$ cat src/verilog/pkt_comm_macros.svh
// ======================================================================
// Packet front end constants
// Protocol version, length limit, buffer depths and idle delay
// ======================================================================
`ifndef PKT_COMM_MACROS_SVH
`define PKT_COMM_MACROS_SVH

// Accepted version byte at offset 0
`define PKT_COMM_VERSION 8'd2

// Largest legal payload, bytes
`define PKT_MAX_LEN 16'd1024

// Input byte FIFO entries, power of two
`define IN_FIFO_DEPTH 64

// Reply FIFO words, room for four replies of three words
`define REPLY_DEPTH 12

// Stages in the idle delay line
`define IDLE_DELAY 6

`endif

$ cat src/verilog/pkt_ctrl_pkg.sv
// ======================================================================
// Control types for the packet front end
// Parser and serializer states, status bit positions
// ======================================================================
package pkt_ctrl_pkg;

  // Parser walks the header one byte per state
  typedef enum logic [3:0] {
    ST_VERSION, ST_TYPE, ST_LEN_LO, ST_LEN_HI, ST_ID_LO, ST_ID_HI,
    ST_DATA, ST_CSUM, ST_ERROR
  } parse_state_e;

  // Which half of the held word goes out next
  typedef enum logic {
    SER_LOW,
    SER_HIGH
  } ser_state_e;

  // Bit positions in pkt_comm_status
  typedef enum logic [1:0] {
    ERR_CHECKSUM = 2'd0,
    ERR_LEN      = 2'd1,
    ERR_TYPE     = 2'd2,
    ERR_VERSION  = 2'd3
  } err_bit_e;

endpackage

$ cat src/verilog/pkt_format_pkg.sv
// ======================================================================
// Packet format types
// Packet type codes and the header field types
// ======================================================================
package pkt_format_pkg;

  // Packet type byte; anything outside 1..5 is rejected
  typedef enum logic [7:0] {
    WORD_LIST     = 8'd1,
    WORD_GEN      = 8'd2,
    CMP_CONFIG    = 8'd3,
    TEMPLATE_LIST = 8'd4,
    RESET         = 8'd5
  } pkt_type_e;

  // Payload length, sent low byte first
  typedef logic [15:0] pkt_len_t;

  // Packet id, echoed in the reply
  typedef logic [15:0] pkt_id_t;

  // Payload byte sum, modulo 2^16
  typedef logic [15:0] pkt_sum_t;

  // True for the defined type codes
  function automatic logic type_legal(logic [7:0] t);
    return (t >= WORD_LIST) && (t <= RESET);
  endfunction

endpackage

$ cat src/verilog/ack_builder.sv
// ======================================================================
// Acknowledgement builder
// Counts and sums payload, queues count, id and sum per good packet
// ======================================================================
`timescale 1ns/1ps
`include "pkt_comm_macros.svh"

module ack_builder (
  input  logic                    CLK,
  input  logic                    RSTN,
  input  logic                    soft_rst,
  input  logic                    data_strobe,
  input  logic [7:0]              byte_in,
  input  logic                    pkt_good,
  input  pkt_format_pkg::pkt_id_t pkt_id,
  output logic                    room,
  output logic [15:0]             word,
  output logic                    word_valid,
  output logic                    word_last,
  input  logic                    word_take,
  output logic                    busy
);

  import pkt_format_pkg::*;

  localparam int PW = $clog2(`REPLY_DEPTH);
  localparam int LW = $clog2(`REPLY_DEPTH + 1);
  localparam logic [LW-1:0] ROOM_MAX = LW'(`REPLY_DEPTH - 3);
  localparam logic [PW-1:0] LAST_IDX = PW'(`REPLY_DEPTH - 1);
  localparam logic [PW-1:0] LAST_SLOT = PW'(`REPLY_DEPTH - 3);

  // Bit 16 tags the final word of a reply
  logic [16:0]   mem [`REPLY_DEPTH];
  logic [PW-1:0] wr_ptr;
  logic [PW-1:0] rd_ptr;
  logic [LW-1:0] level;
  pkt_len_t      count;
  pkt_sum_t      sum;

  assign room       = (level <= ROOM_MAX);
  assign word_valid = (level != '0);
  assign word       = mem[rd_ptr][15:0];
  assign word_last  = mem[rd_ptr][16];
  assign busy       = word_valid;

  // Writes land on slot multiples of three, so a reply never wraps
  always_ff @(posedge CLK) begin
    if (pkt_good) begin
      mem[wr_ptr]        <= {1'b0, count};
      mem[wr_ptr + 1'b1] <= {1'b0, pkt_id};
      mem[wr_ptr + 2'd2] <= {1'b1, sum};
    end
  end

  always_ff @(posedge CLK or negedge RSTN) begin
    if (!RSTN) begin
      wr_ptr <= '0;
      rd_ptr <= '0;
      level  <= '0;
      count  <= '0;
      sum    <= '0;
    end else if (soft_rst) begin
      wr_ptr <= '0;
      rd_ptr <= '0;
      level  <= '0;
      count  <= '0;
      sum    <= '0;
    end else begin
      if (pkt_good) begin
        count  <= '0;
        sum    <= '0;
        wr_ptr <= (wr_ptr == LAST_SLOT) ? '0 : wr_ptr + 2'd3;
      end else if (data_strobe) begin
        count <= count + 1'b1;
        sum   <= sum + {8'd0, byte_in};
      end
      if (word_take) begin
        rd_ptr <= (rd_ptr == LAST_IDX) ? '0 : rd_ptr + 1'b1;
      end
      level <= level + (pkt_good ? LW'(3) : LW'(0)) - (word_take ? LW'(1) : LW'(0));
    end
  end

  // Parser only releases a reply after seeing room
  a_write_has_room: assert property (@(posedge CLK) disable iff (!RSTN)
    pkt_good |-> (level <= ROOM_MAX));

endmodule

$ cat src/verilog/axis_byte_fifo.sv
// ======================================================================
// Input byte FIFO
// Accepts AXI-Stream bytes, flushable, read by the parser
// ======================================================================
`timescale 1ns/1ps
`include "pkt_comm_macros.svh"

module axis_byte_fifo (
  input  logic       CLK,
  input  logic       RSTN,
  input  logic       flush,
  input  logic [7:0] s_axis_tdata,
  input  logic       s_axis_tvalid,
  output logic       s_axis_tready,
  input  logic       rd_en,
  output logic [7:0] byte_out,
  output logic       empty
);

  localparam int AW = $clog2(`IN_FIFO_DEPTH);

  logic [7:0]  mem [`IN_FIFO_DEPTH];
  logic [AW:0] wr_ptr;
  logic [AW:0] rd_ptr;
  logic        full;
  logic        push;

  // Same index with differing wrap bits means full
  assign full          = (wr_ptr[AW] != rd_ptr[AW]) && (wr_ptr[AW-1:0] == rd_ptr[AW-1:0]);
  assign empty         = (wr_ptr == rd_ptr);
  assign s_axis_tready = ~full;
  assign push          = s_axis_tvalid & ~full & ~flush;
  assign byte_out      = mem[rd_ptr[AW-1:0]];

  always_ff @(posedge CLK) begin
    if (push) begin
      mem[wr_ptr[AW-1:0]] <= s_axis_tdata;
    end
  end

  always_ff @(posedge CLK or negedge RSTN) begin
    if (!RSTN) begin
      wr_ptr <= '0;
      rd_ptr <= '0;
    end else if (flush) begin
      wr_ptr <= '0;
      rd_ptr <= '0;
    end else begin
      if (push) begin
        wr_ptr <= wr_ptr + 1'b1;
      end
      if (rd_en) begin
        rd_ptr <= rd_ptr + 1'b1;
      end
    end
  end

  // Parser must only pop what is there
  a_no_pop_empty: assert property (@(posedge CLK) disable iff (!RSTN) rd_en |-> !empty);

endmodule

$ cat src/verilog/inpkt_header.sv
// ======================================================================
// Input packet parser
// Checks version, type, length and checksum, steers payload bytes
// ======================================================================
`timescale 1ns/1ps
`include "pkt_comm_macros.svh"

module inpkt_header (
  input  logic                    CLK,
  input  logic                    RSTN,
  input  logic                    soft_rst,
  input  logic [7:0]              byte_in,
  input  logic                    empty,
  input  logic                    room,
  output logic                    rd_en,
  output logic                    data_strobe,
  output logic                    pkt_good,
  output pkt_format_pkg::pkt_id_t pkt_id,
  output logic                    busy,
  output logic [3:0]              err_bits,
  output logic                    reset_done
);

  import pkt_format_pkg::*;
  import pkt_ctrl_pkg::*;

  parse_state_e state;
  pkt_type_e    type_r;
  logic [7:0]   len_lo;
  pkt_id_t      id_r;
  pkt_len_t     cnt;
  logic [7:0]   csum;
  pkt_len_t     hdr_len;

  assign hdr_len = {byte_in, len_lo};

  // Checksum byte waits for a full reply slot; ERROR stops reading
  always_comb begin
    case (state)
      ST_ERROR: rd_en = 1'b0;
      ST_CSUM:  rd_en = ~empty & room & ~soft_rst;
      default:  rd_en = ~empty & ~soft_rst;
    endcase
  end

  assign data_strobe = rd_en && (state == ST_DATA);
  assign busy        = (state != ST_VERSION);
  assign pkt_id      = id_r;

  always_ff @(posedge CLK or negedge RSTN) begin
    if (!RSTN) begin
      state      <= ST_VERSION;
      err_bits   <= '0;
      pkt_good   <= 1'b0;
      reset_done <= 1'b0;
    end else if (soft_rst) begin
      state      <= ST_VERSION;
      err_bits   <= '0;
      pkt_good   <= 1'b0;
      reset_done <= 1'b0;
    end else begin
      pkt_good   <= 1'b0;
      reset_done <= 1'b0;
      if (rd_en) begin
        case (state)
          ST_VERSION: begin
            if (byte_in != `PKT_COMM_VERSION) begin
              err_bits[ERR_VERSION] <= 1'b1;
              state                 <= ST_ERROR;
            end else begin
              state <= ST_TYPE;
            end
          end
          ST_TYPE: begin
            if (!type_legal(byte_in)) begin
              err_bits[ERR_TYPE] <= 1'b1;
              state              <= ST_ERROR;
            end else begin
              state <= ST_LEN_LO;
            end
          end
          ST_LEN_LO: state <= ST_LEN_HI;
          ST_LEN_HI: begin
            if (hdr_len == '0 || hdr_len > `PKT_MAX_LEN) begin
              err_bits[ERR_LEN] <= 1'b1;
              state             <= ST_ERROR;
            end else begin
              state <= ST_ID_LO;
            end
          end
          ST_ID_LO: state <= ST_ID_HI;
          ST_ID_HI: state <= ST_DATA;
          ST_DATA: begin
            if (cnt == 16'd1) begin
              state <= ST_CSUM;
            end
          end
          ST_CSUM: begin
            if (byte_in != csum) begin
              err_bits[ERR_CHECKSUM] <= 1'b1;
              state                  <= ST_ERROR;
            end else begin
              // Reset packets are swallowed here, no reply
              pkt_good   <= (type_r != RESET);
              reset_done <= (type_r == RESET);
              state      <= ST_VERSION;
            end
          end
          default: state <= ST_ERROR;
        endcase
      end
    end
  end

  // Header fields, running XOR and payload down-counter
  always_ff @(posedge CLK) begin
    if (rd_en) begin
      csum <= (state == ST_VERSION) ? byte_in : (csum ^ byte_in);
      case (state)
        ST_TYPE:   type_r     <= pkt_type_e'(byte_in);
        ST_LEN_LO: len_lo     <= byte_in;
        ST_LEN_HI: cnt        <= hdr_len;
        ST_ID_LO:  id_r[7:0]  <= byte_in;
        ST_ID_HI:  id_r[15:8] <= byte_in;
        ST_DATA:   cnt        <= cnt - 1'b1;
        default:   ;
      endcase
    end
  end

  // Payload strobes never outrun the announced length
  a_strobe_in_data: assert property (@(posedge CLK) disable iff (!RSTN)
    data_strobe |-> (state == ST_DATA) && (cnt != '0));

  // A reset packet must never produce a reply
  a_no_reset_reply: assert property (@(posedge CLK) disable iff (!RSTN)
    pkt_good |-> (type_r != RESET));

endmodule

$ cat src/verilog/pkt_comm_top.sv
// ======================================================================
// Packet front end top level
// Input FIFO, parser, reply builder, serializer and status control
// ======================================================================
`timescale 1ns/1ps

module pkt_comm_top (
  input  logic       CLK,
  input  logic       RSTN,
  input  logic [7:0] s_axis_tdata,
  input  logic       s_axis_tvalid,
  output logic       s_axis_tready,
  output logic [7:0] m_axis_tdata,
  output logic       m_axis_tvalid,
  input  logic       m_axis_tready,
  output logic       m_axis_tlast,
  input  logic       clear_error,
  output logic [3:0] pkt_comm_status,
  output logic       error_o,
  output logic       idle
);

  import pkt_format_pkg::*;

  logic        soft_rst;
  logic        flush;
  logic [7:0]  in_byte;
  logic        in_empty;
  logic        rd_en;
  logic        data_strobe;
  logic        pkt_good;
  pkt_id_t     pkt_id;
  logic        room;
  logic        parser_busy;
  logic        reset_done;
  logic [15:0] word;
  logic        word_valid;
  logic        word_last;
  logic        word_take;
  logic        ack_busy;
  logic        ser_busy;

  axis_byte_fifo u_in_fifo (
    .CLK           (CLK),
    .RSTN          (RSTN),
    .flush         (flush),
    .s_axis_tdata  (s_axis_tdata),
    .s_axis_tvalid (s_axis_tvalid),
    .s_axis_tready (s_axis_tready),
    .rd_en         (rd_en),
    .byte_out      (in_byte),
    .empty         (in_empty)
  );

  inpkt_header u_parser (
    .CLK         (CLK),
    .RSTN        (RSTN),
    .soft_rst    (soft_rst),
    .byte_in     (in_byte),
    .empty       (in_empty),
    .room        (room),
    .rd_en       (rd_en),
    .data_strobe (data_strobe),
    .pkt_good    (pkt_good),
    .pkt_id      (pkt_id),
    .busy        (parser_busy),
    .err_bits    (pkt_comm_status),
    .reset_done  (reset_done)
  );

  ack_builder u_ack (
    .CLK         (CLK),
    .RSTN        (RSTN),
    .soft_rst    (soft_rst),
    .data_strobe (data_strobe),
    .byte_in     (in_byte),
    .pkt_good    (pkt_good),
    .pkt_id      (pkt_id),
    .room        (room),
    .word        (word),
    .word_valid  (word_valid),
    .word_last   (word_last),
    .word_take   (word_take),
    .busy        (ack_busy)
  );

  word_serializer u_ser (
    .CLK           (CLK),
    .RSTN          (RSTN),
    .soft_rst      (soft_rst),
    .word          (word),
    .word_valid    (word_valid),
    .word_last     (word_last),
    .word_take     (word_take),
    .m_axis_tdata  (m_axis_tdata),
    .m_axis_tvalid (m_axis_tvalid),
    .m_axis_tready (m_axis_tready),
    .m_axis_tlast  (m_axis_tlast),
    .busy          (ser_busy)
  );

  status_ctrl u_status (
    .CLK           (CLK),
    .RSTN          (RSTN),
    .clear_error   (clear_error),
    .reset_done    (reset_done),
    .err_bits      (pkt_comm_status),
    .s_axis_tvalid (s_axis_tvalid),
    .parser_busy   (parser_busy),
    .ack_busy      (ack_busy),
    .ser_busy      (ser_busy),
    .soft_rst      (soft_rst),
    .flush         (flush),
    .error_o       (error_o),
    .idle          (idle)
  );

endmodule

$ cat src/verilog/status_ctrl.sv
// ======================================================================
// Status and soft reset control
// Soft reset and flush, sticky error flag, delayed idle level
// ======================================================================
`timescale 1ns/1ps
`include "pkt_comm_macros.svh"

module status_ctrl (
  input  logic       CLK,
  input  logic       RSTN,
  input  logic       clear_error,
  input  logic       reset_done,
  input  logic [3:0] err_bits,
  input  logic       s_axis_tvalid,
  input  logic       parser_busy,
  input  logic       ack_busy,
  input  logic       ser_busy,
  output logic       soft_rst,
  output logic       flush,
  output logic       error_o,
  output logic       idle
);

  logic [`IDLE_DELAY-1:0] idle_line;
  logic                   idle_now;

  // clear_error doubles as force reset out of a stuck ERROR state
  assign soft_rst = clear_error | reset_done;
  assign flush    = clear_error;

  assign idle_now = ~s_axis_tvalid & ~parser_busy & ~ack_busy & ~ser_busy;
  assign idle     = idle_line[`IDLE_DELAY-1];

  // Reset packets clear the parser bits but not this flag
  always_ff @(posedge CLK or negedge RSTN) begin
    if (!RSTN) begin
      error_o <= 1'b0;
    end else if (clear_error) begin
      error_o <= 1'b0;
    end else if (|err_bits) begin
      error_o <= 1'b1;
    end
  end

  // Line starts all ones so idle reads high straight out of reset
  always_ff @(posedge CLK or negedge RSTN) begin
    if (!RSTN) begin
      idle_line <= '1;
    end else begin
      idle_line <= {idle_line[`IDLE_DELAY-2:0], idle_now};
    end
  end

endmodule

$ cat src/verilog/word_serializer.sv
// ======================================================================
// Word to byte serializer
// 16-bit reply words out on 8-bit AXI-Stream, low byte first
// ======================================================================
`timescale 1ns/1ps

module word_serializer (
  input  logic        CLK,
  input  logic        RSTN,
  input  logic        soft_rst,
  input  logic [15:0] word,
  input  logic        word_valid,
  input  logic        word_last,
  output logic        word_take,
  output logic [7:0]  m_axis_tdata,
  output logic        m_axis_tvalid,
  input  logic        m_axis_tready,
  output logic        m_axis_tlast,
  output logic        busy
);

  import pkt_ctrl_pkg::*;

  ser_state_e  state;
  logic [15:0] hold;
  logic        hold_last;
  logic        full;

  // Next word only once both bytes of the held one are gone
  assign word_take     = word_valid & ~full;
  assign m_axis_tvalid = full;
  assign m_axis_tdata  = (state == SER_HIGH) ? hold[15:8] : hold[7:0];
  assign m_axis_tlast  = full && (state == SER_HIGH) && hold_last;
  assign busy          = full;

  always_ff @(posedge CLK) begin
    if (word_take) begin
      hold      <= word;
      hold_last <= word_last;
    end
  end

  always_ff @(posedge CLK or negedge RSTN) begin
    if (!RSTN) begin
      state <= SER_LOW;
      full  <= 1'b0;
    end else if (soft_rst) begin
      state <= SER_LOW;
      full  <= 1'b0;
    end else if (word_take) begin
      state <= SER_LOW;
      full  <= 1'b1;
    end else if (full && m_axis_tready) begin
      if (state == SER_LOW) begin
        state <= SER_HIGH;
      end else begin
        state <= SER_LOW;
        full  <= 1'b0;
      end
    end
  end

  // Stalled beat holds its data
  a_stable_stall: assert property (@(posedge CLK) disable iff (!RSTN || soft_rst)
    m_axis_tvalid && !m_axis_tready |=> m_axis_tvalid && $stable(m_axis_tdata));

endmodule
$ cat config.mk
export PLATFORM = sky130hd
export DESIGN_NAME = pkt_comm_top
export DESIGN_NICKNAME = d
export VERILOG_FILES = /design/src/verilog/pkt_ctrl_pkg.sv /design/src/verilog/pkt_format_pkg.sv /design/src/verilog/ack_builder.sv /design/src/verilog/axis_byte_fifo.sv /design/src/verilog/inpkt_header.sv /design/src/verilog/pkt_comm_top.sv /design/src/verilog/status_ctrl.sv /design/src/verilog/word_serializer.sv
export VERILOG_INCLUDE_DIRS = /design/src /design/src/verilog
export SDC_FILE = /design/constraint.sdc
export NUM_CORES = 1
export LEC_CHECK = 0
export ABC_CLOCK_PERIOD_IN_PS = 9600
export BUFFER_PORTS_ARGS = -buffer_cell sky130_fd_sc_hd__buf_2
export CORE_AREA = 2 2 524 266
export CTS_BUF_LIST = sky130_fd_sc_hd__clkbuf_2
export CTS_CLUSTER_SIZE = 40
export DETAILED_ROUTE_END_ITERATION = 8
export DIE_AREA = 0 0 526 268
export HOLD_SLACK_MARGIN = 0.12
export SLEW_MARGIN = 15
export SYNTH_ARGS = -nofsm -noshare
export SYNTH_HDL_FRONTEND = slang
export SYNTH_SLANG_ARGS = --single-unit
$ cat constraint.sdc
create_clock -name CLK -period 9.6 [get_ports CLK]
set_input_delay 0.48 -clock CLK [delete_from_list [all_inputs] [get_ports CLK]]
set_output_delay 0.48 -clock CLK [all_outputs]
set_load 0.1 [all_outputs]
# Yosys cells after proc, flatten, opt, wreduce, memory -nomap -nowiden
# Memories as Yosys holds them, arrays and structs flattened. A register that Yosys moved wholly into a read port is not among the register bits.
# Cells that the tools add are included.
# op_classes
add_sub_neg,11
n_lt_le_gt_ge,4
eq_ne,20
muxes,63
n_bitwise,19
n_reduce_logical,40
# ops
operator,n
2-to-1 mux 16 bit,6
2-to-1 mux 4 bit,16
one-hot mux 16 bit (2 select lines),1
one-hot mux 4 bit (8 select lines),1
2-to-1 mux 1 bit,31
2-to-1 mux 7 bit,4
nonzero test 2 bit,14
"adder 16 x 1 -> 16 bit, second input constant",1
adder 16 x 8 -> 16 bit,1
"== test 16 x 1 -> 1 bit, second input constant",1
"== test 4 x 3 -> 1 bit, second input constant",4
"> comparator 16 x 11 -> 1 bit, second input constant",1
zero test 16 bit,1
2-to-1 mux 8 bit,2
"subtractor 16 x 1 -> 16 bit, second input constant",1
"adder 7 x 1 -> 7 bit, second input constant",2
AND reduction 2 bit,7
"== test 4 bit, second input constant",3
AND reduction 3 bit,4
AND 1 bit,9
nonzero test 3 bit,3
"adder 4 x 1 -> 4 bit, second input constant",2
"adder 4 x 2 -> 4 bit, second input constant",2
"== test 4 x 2 -> 1 bit, second input constant",2
other kinds (25),38
# word_totals
reg_bits,133
ramBits,716
inputBits,13
output_inout_bits,17
wordCells,183
n_memories,2
# memory_table
memory,words,width,rd,rd_clocked_by_memory_dff,write_ports,line_no,text
u_in_fifo.mem,64,8,1,0,1,axis_byte_fifo.sv:22,logic [7:0] mem [`IN_FIFO_DEPTH];
u_ack.mem,12,17,1,1,3,ack_builder.sv:33,logic [16:0] mem [`REPLY_DEPTH];

# Longest topological paths before layout
# depth
depth_word,9
mapped_depth,22
mapped_depth_nobuf,15

# Hierarchy
# A second synthesis with hierarchy kept.
# hier_totals
hier_cells,2673
area_unflattened_um2,39580.5
# modules_own_cells
module,instances,cells_per_inst,area_per_inst_um2,seq_area_each_um2
axis_byte_fifo,1,994,20554.7,15725.1
ack_builder,1,1374,15029.4,7106.8
inpkt_header,1,256,3046.7,1931.9
word_serializer,1,36,726.9,560.5
status_ctrl,1,13,222.7,182.7

# Least setup slack after synthesis
# No wires, ideal clock.
# synth_timing
path_kind,reg2reg
from,register u_in_fifo.rd_ptr[0]
to,register u_ack.sum[11]
setup_time_ns,0.136
t_arrival_ns,3.982
path_slack_ns,5.481
stages_incl_launch_ff,20
cell_sequence,dfrtp_1 buf_6 buf_12 buf_6 mux4_2 mux2_2 a221oi_1 nor3_1 or2_1 buf_2 ha_1 a21o_1 a21oi_1 o21bai_1 a21oi_1 o21bai_1 a21o_1 a21oi_1 or4_1 a21oi_1
# synth_via
word_cells_on_any_way,13
# synth_lines
item,line_no,text
"start, declared",axis_byte_fifo.sv:24,logic [AW:0] rd_ptr;
"start signal, assigned",axis_byte_fifo.sv:53,rd_ptr <= rd_ptr + 1'b1;
memory (64 x 8 bit),--,
net in_byte[1],pkt_comm_top.sv:27,logic [7:0] in_byte;
adder 16 x 8 -> 16 bit,ack_builder.sv:75,"sum <= sum + {8'd0, byte_in};"
2-to-1 mux 16 bit,ack_builder.sv:73,end else if (data_strobe) begin
2-to-1 mux 16 bit,ack_builder.sv:69,if (pkt_good) begin
2-to-1 mux 16 bit,ack_builder.sv:62,end else if (soft_rst) begin
"end signal, assigned",ack_builder.sv:75,
"end, declared",ack_builder.sv:38,pkt_sum_t sum;
# The timed path passes the listed nets, and every way through them passes these cells. The select of a mux whose other input is x is not followed.
# A chain may end at the register's enable or synchronous reset.

# Worst setup path in the final report
# layout_timing
from,register u_in_fifo.rd_ptr[0]
to,register u_ack.sum[9]
# layout_via
elab_chain_cells,7
word_cells_on_any_way,13
# layout_lines
item
"parallel branches: the longest is 7 deep, another holds adder 16 x 8 -> 16 bit"
# Several ways; the timed one is not identified. The select of a mux whose other input is x is not followed.

==> flow_summary.ini <==
[setup_path]
reg2regPathDepth = 16
regToRegSetupSlack_ns = 3.92
worstReg2RegStart = u_in_fifo.rd_ptr[0]
critPathMaxFanout = 49
crit_required_ns = 10.93
critical_path.reg2reg.endpoint = u_ack.sum[9]
criticalPathCategory = reg2reg
critical_path_arrival_ns = 7.01
worstSetupStartpointType = flop
setup.worst_path.end_class = flop

[route]
wl_um = 116000
first_iter_violations = 3421
drt_drc_violations_left = 0
route.antenna.remaining_nets = 0
dr.pass1.iters = 6
routed_wire_length_per_instance_um = 24.4
total_number_of_vias = 24600
post_dr_vias_cell = 5.16

[synthesis]
synthTopCellsByArea = sky130_fd_sc_hd__edfxtp_1 59%, sky130_fd_sc_hd__mux4_2 8.9%, sky130_fd_sc_hd__mux2i_1 6.8%, sky130_fd_sc_hd__dfrtp_1 4.5%, sky130_fd_sc_hd__o21ai_0 3.1%
synth_top_cell_by_area = sky130_fd_sc_hd__edfxtp_1
synth_seq_area_share_pct = 64.9
yosys_register_bits = 866
synthCells = 2700
synthesized_net_count = 2745
postSynth.topFlopCell = sky130_fd_sc_hd__edfxtp_1
synth-async-reset-ratio_pct = 8.89
yosysUniqueCellTypes = 74
netlist_area_um2 = 39300
area_share_of_the_leading_cell_type_in_the_synthesized_netlist_pct = 59.3
yosys_warnings = 0
synth_enable_flop_cells = 777
syn-mean-instance-area_um2 = 14.6

[place]
detailedPlacementHpwl_um = 73400
count_of_input_and_output_buffers = 29
dpl-instance-area_um2 = 41400
routabilityCongestion = 0.848
place.detailed.instances = 4390

[floorplan]
placementRows = 96
die_y_um = 268
initial_core_util_pct = 28.9
dieArea_um2 = 141000
die_width_um = 526
core_area_um2 = 136000
io-pin-count = 30

[clock_tree]
cts.clk_slew.worst_paths_ns = 0.11
insertion_delay_ns = 1.50
number_of_buffers_added_by_the_clock_tree_synthesis_step = 188
clockRootBuffer = sky130_fd_sc_hd__clkbuf_2
cts_tree = yes
max-clock-path-buffers = 3
ctsHtreeMaxLevel = 4
setup_fix_bufs_post_cts = 0
clock-sinks = 866

[layout]
synthToLayoutAreaGrowth_pct = 10.6
layout.cells.most_common_list = 777 x sky130_fd_sc_hd__edfxtp_1, 305 x sky130_fd_sc_hd__nand2_1, 268 x sky130_fd_sc_hd__mux2i_1
layout_commonest_cell = sky130_fd_sc_hd__edfxtp_1
final_area_um2 = 43500
finish.cell_count_without_fillers = 4761
final_net_count = 2840
layout-drive-gt1-share_pct = 20.6

[timing]
slew_at_the_pin_closest_to_its_max_slew_limit_ns = 1.15
timing.fmax_ghz = 0.176
unrepaired_setup_endpoints_after_global_routing = no
hold_violations = 0
setup-tns-final_ns = 0
finalCritPeriodShare_pct = 59.2
setup_violations = 0
period_needed_ns = 5.68
hold_ws_ns = 0.354
finalMaxSlewViolations = 0
final.setup_skew_ns = 0.148
headroom_to_the_max_slew_limit_pct = 23.2

[power_and_ir_drop]
leak_pwr_nw = 13.4
vdd_drop_max_uv = 111
cellPowerDensity_nw_per_um2 = 176
post-layout-total-power_mw = 7.66

[global_route]
number_of_global_route_vias_before_repair = 23500
globalRoute.totalOverflow = 0
wire_length_of_the_first_global_routing_pass_um = 168000
grt_util_all_layers_pct = 16.4
initial_antenna_violation_count = 2
maximum_number_of_pins_on_one_net_before_global_route_repair = 77

[min_path]
min-delay-path-class = reg2reg
min_delay_worst_endpoint = u_status.idle_line[3]
hold-path-cell-count = 0
hold_path.startpoint = u_status.idle_line[2]

[run]
max_cap_violations = 0

[run_status]
run_status = complete, no violations
-- power by group --
part	total [mW]	switching [mW]	leakage, nW	internal, mW
registers	4.24	0.0764	7.68	4.16
clock network	2.40	1.59	1.30	0.809
logic	1.02	0.607	4.48	0.415
total	7.66	2.27	13.4	5.38
-- routing by layer --
metal,track usage [%],wire length [um]
met4,4.10,1850
met5,0,0
met2,19.7,42700
met3,7.08,16700
met1,25.6,55000
-- worst max-delay path: stages, from the launching register on --
cell and delay [ns]:
sky130_fd_sc_hd__dfrtp_4 0.92, sky130_fd_sc_hd__buf_12 0.42, sky130_fd_sc_hd__mux4_2 0.55, sky130_fd_sc_hd__mux2_2 0.33, sky130_fd_sc_hd__a221oi_1 0.45, sky130_fd_sc_hd__nor3_1 0.18
sky130_fd_sc_hd__or2_1 0.50, sky130_fd_sc_hd__ha_1 0.38, sky130_fd_sc_hd__a21o_1 0.16, sky130_fd_sc_hd__a21oi_1 0.22, sky130_fd_sc_hd__o21bai_1 0.09, sky130_fd_sc_hd__a21oi_1 0.22
sky130_fd_sc_hd__o21bai_1 0.09, sky130_fd_sc_hd__a21o_1 0.20, sky130_fd_sc_hd__a21oi_1 0.44, sky130_fd_sc_hd__o21ai_0 0.17, sky130_fd_sc_hd__a21oi_1 0.18
-- what timing repair did --
item	CTS	global route
endpoints found under the hold margin	656	109
hold buffers	25	2
resized for setup	0	0
-- cell type report --
type | count | area, um^2
clock buffers | 265 | 1330
diodes | 6 | 15.0
multi-input cells | 1605 | 13000
inverters | 30 | 113
repair buffers | 104 | 818
flip-flops and latches | 866 | 25500
well taps | 1813 | 2270
fillers | 13500 | 92700
clock inverters | 72 | 413
-- how the worst max path moves through the flow --
stage	cells past startpoint	from	endpoint
final	16	u_in_fifo.rd_ptr[0]	u_ack.sum[9]
after global routing	16	u_in_fifo.rd_ptr[0]	u_ack.sum[9]
after CTS	16	u_in_fifo.rd_ptr[0]	u_ack.sum[9]
after detailed placement	16	u_in_fifo.rd_ptr[0]	u_ack.sum[9]
after global placement	16	u_in_fifo.rd_ptr[0]	u_ack.sum[9]
after floorplan	19	u_in_fifo.rd_ptr[0]	u_ack.sum[11]
-- per-stage QoR --
stage	worst slack [ns]	util, %
after floorplan	5.48	-
after global placement	4.06	30.4
after detailed placement	4.03	30.4
after CTS	3.98	31.9
after global routing	3.52	31.9
final	3.92	31.9
-- flip-flops by register name (all words and copies together) (netlist names), 6 cells and up --
register	flops
u_parser.csum	8
u_ack.count	16
u_ser.hold	16
u_parser.type_r	8
u_ack.sum	16
u_in_fifo.mem	512
u_ack.mem	204
u_parser.cnt	16
u_status.idle_line	6
u_in_fifo.wr_ptr	7
u_parser.pkt_id	16
u_in_fifo.rd_ptr	7
u_parser.len_lo	8
-- synth_stat cells, types with 28 or more instances --
library cell                 n
sky130_fd_sc_hd__mux2i_1   268
sky130_fd_sc_hd__nor2_1    176
sky130_fd_sc_hd__a21oi_1    41
sky130_fd_sc_hd__ha_1       30
sky130_fd_sc_hd__nand3_1    29
sky130_fd_sc_hd__mux4_2    155
sky130_fd_sc_hd__dfrtp_1    71
sky130_fd_sc_hd__clkbuf_1  153
sky130_fd_sc_hd__xnor2_1    46
sky130_fd_sc_hd__nand2_1   305
sky130_fd_sc_hd__inv_1      28
sky130_fd_sc_hd__xor2_1     31
sky130_fd_sc_hd__edfxtp_1  777
sky130_fd_sc_hd__o21ai_0   242
-- kinds of logic after synthesis --
family	synth area share, %
AOI/OAI and AO/OA	6.20
xor gates and xnor gates	1.71
adders and majority gates	1.06
buffers and inverters	2.60
DFF	64.9
muxes	16.5
and+or+nand+nor	7.10
(Power assumes the default switching activity.)
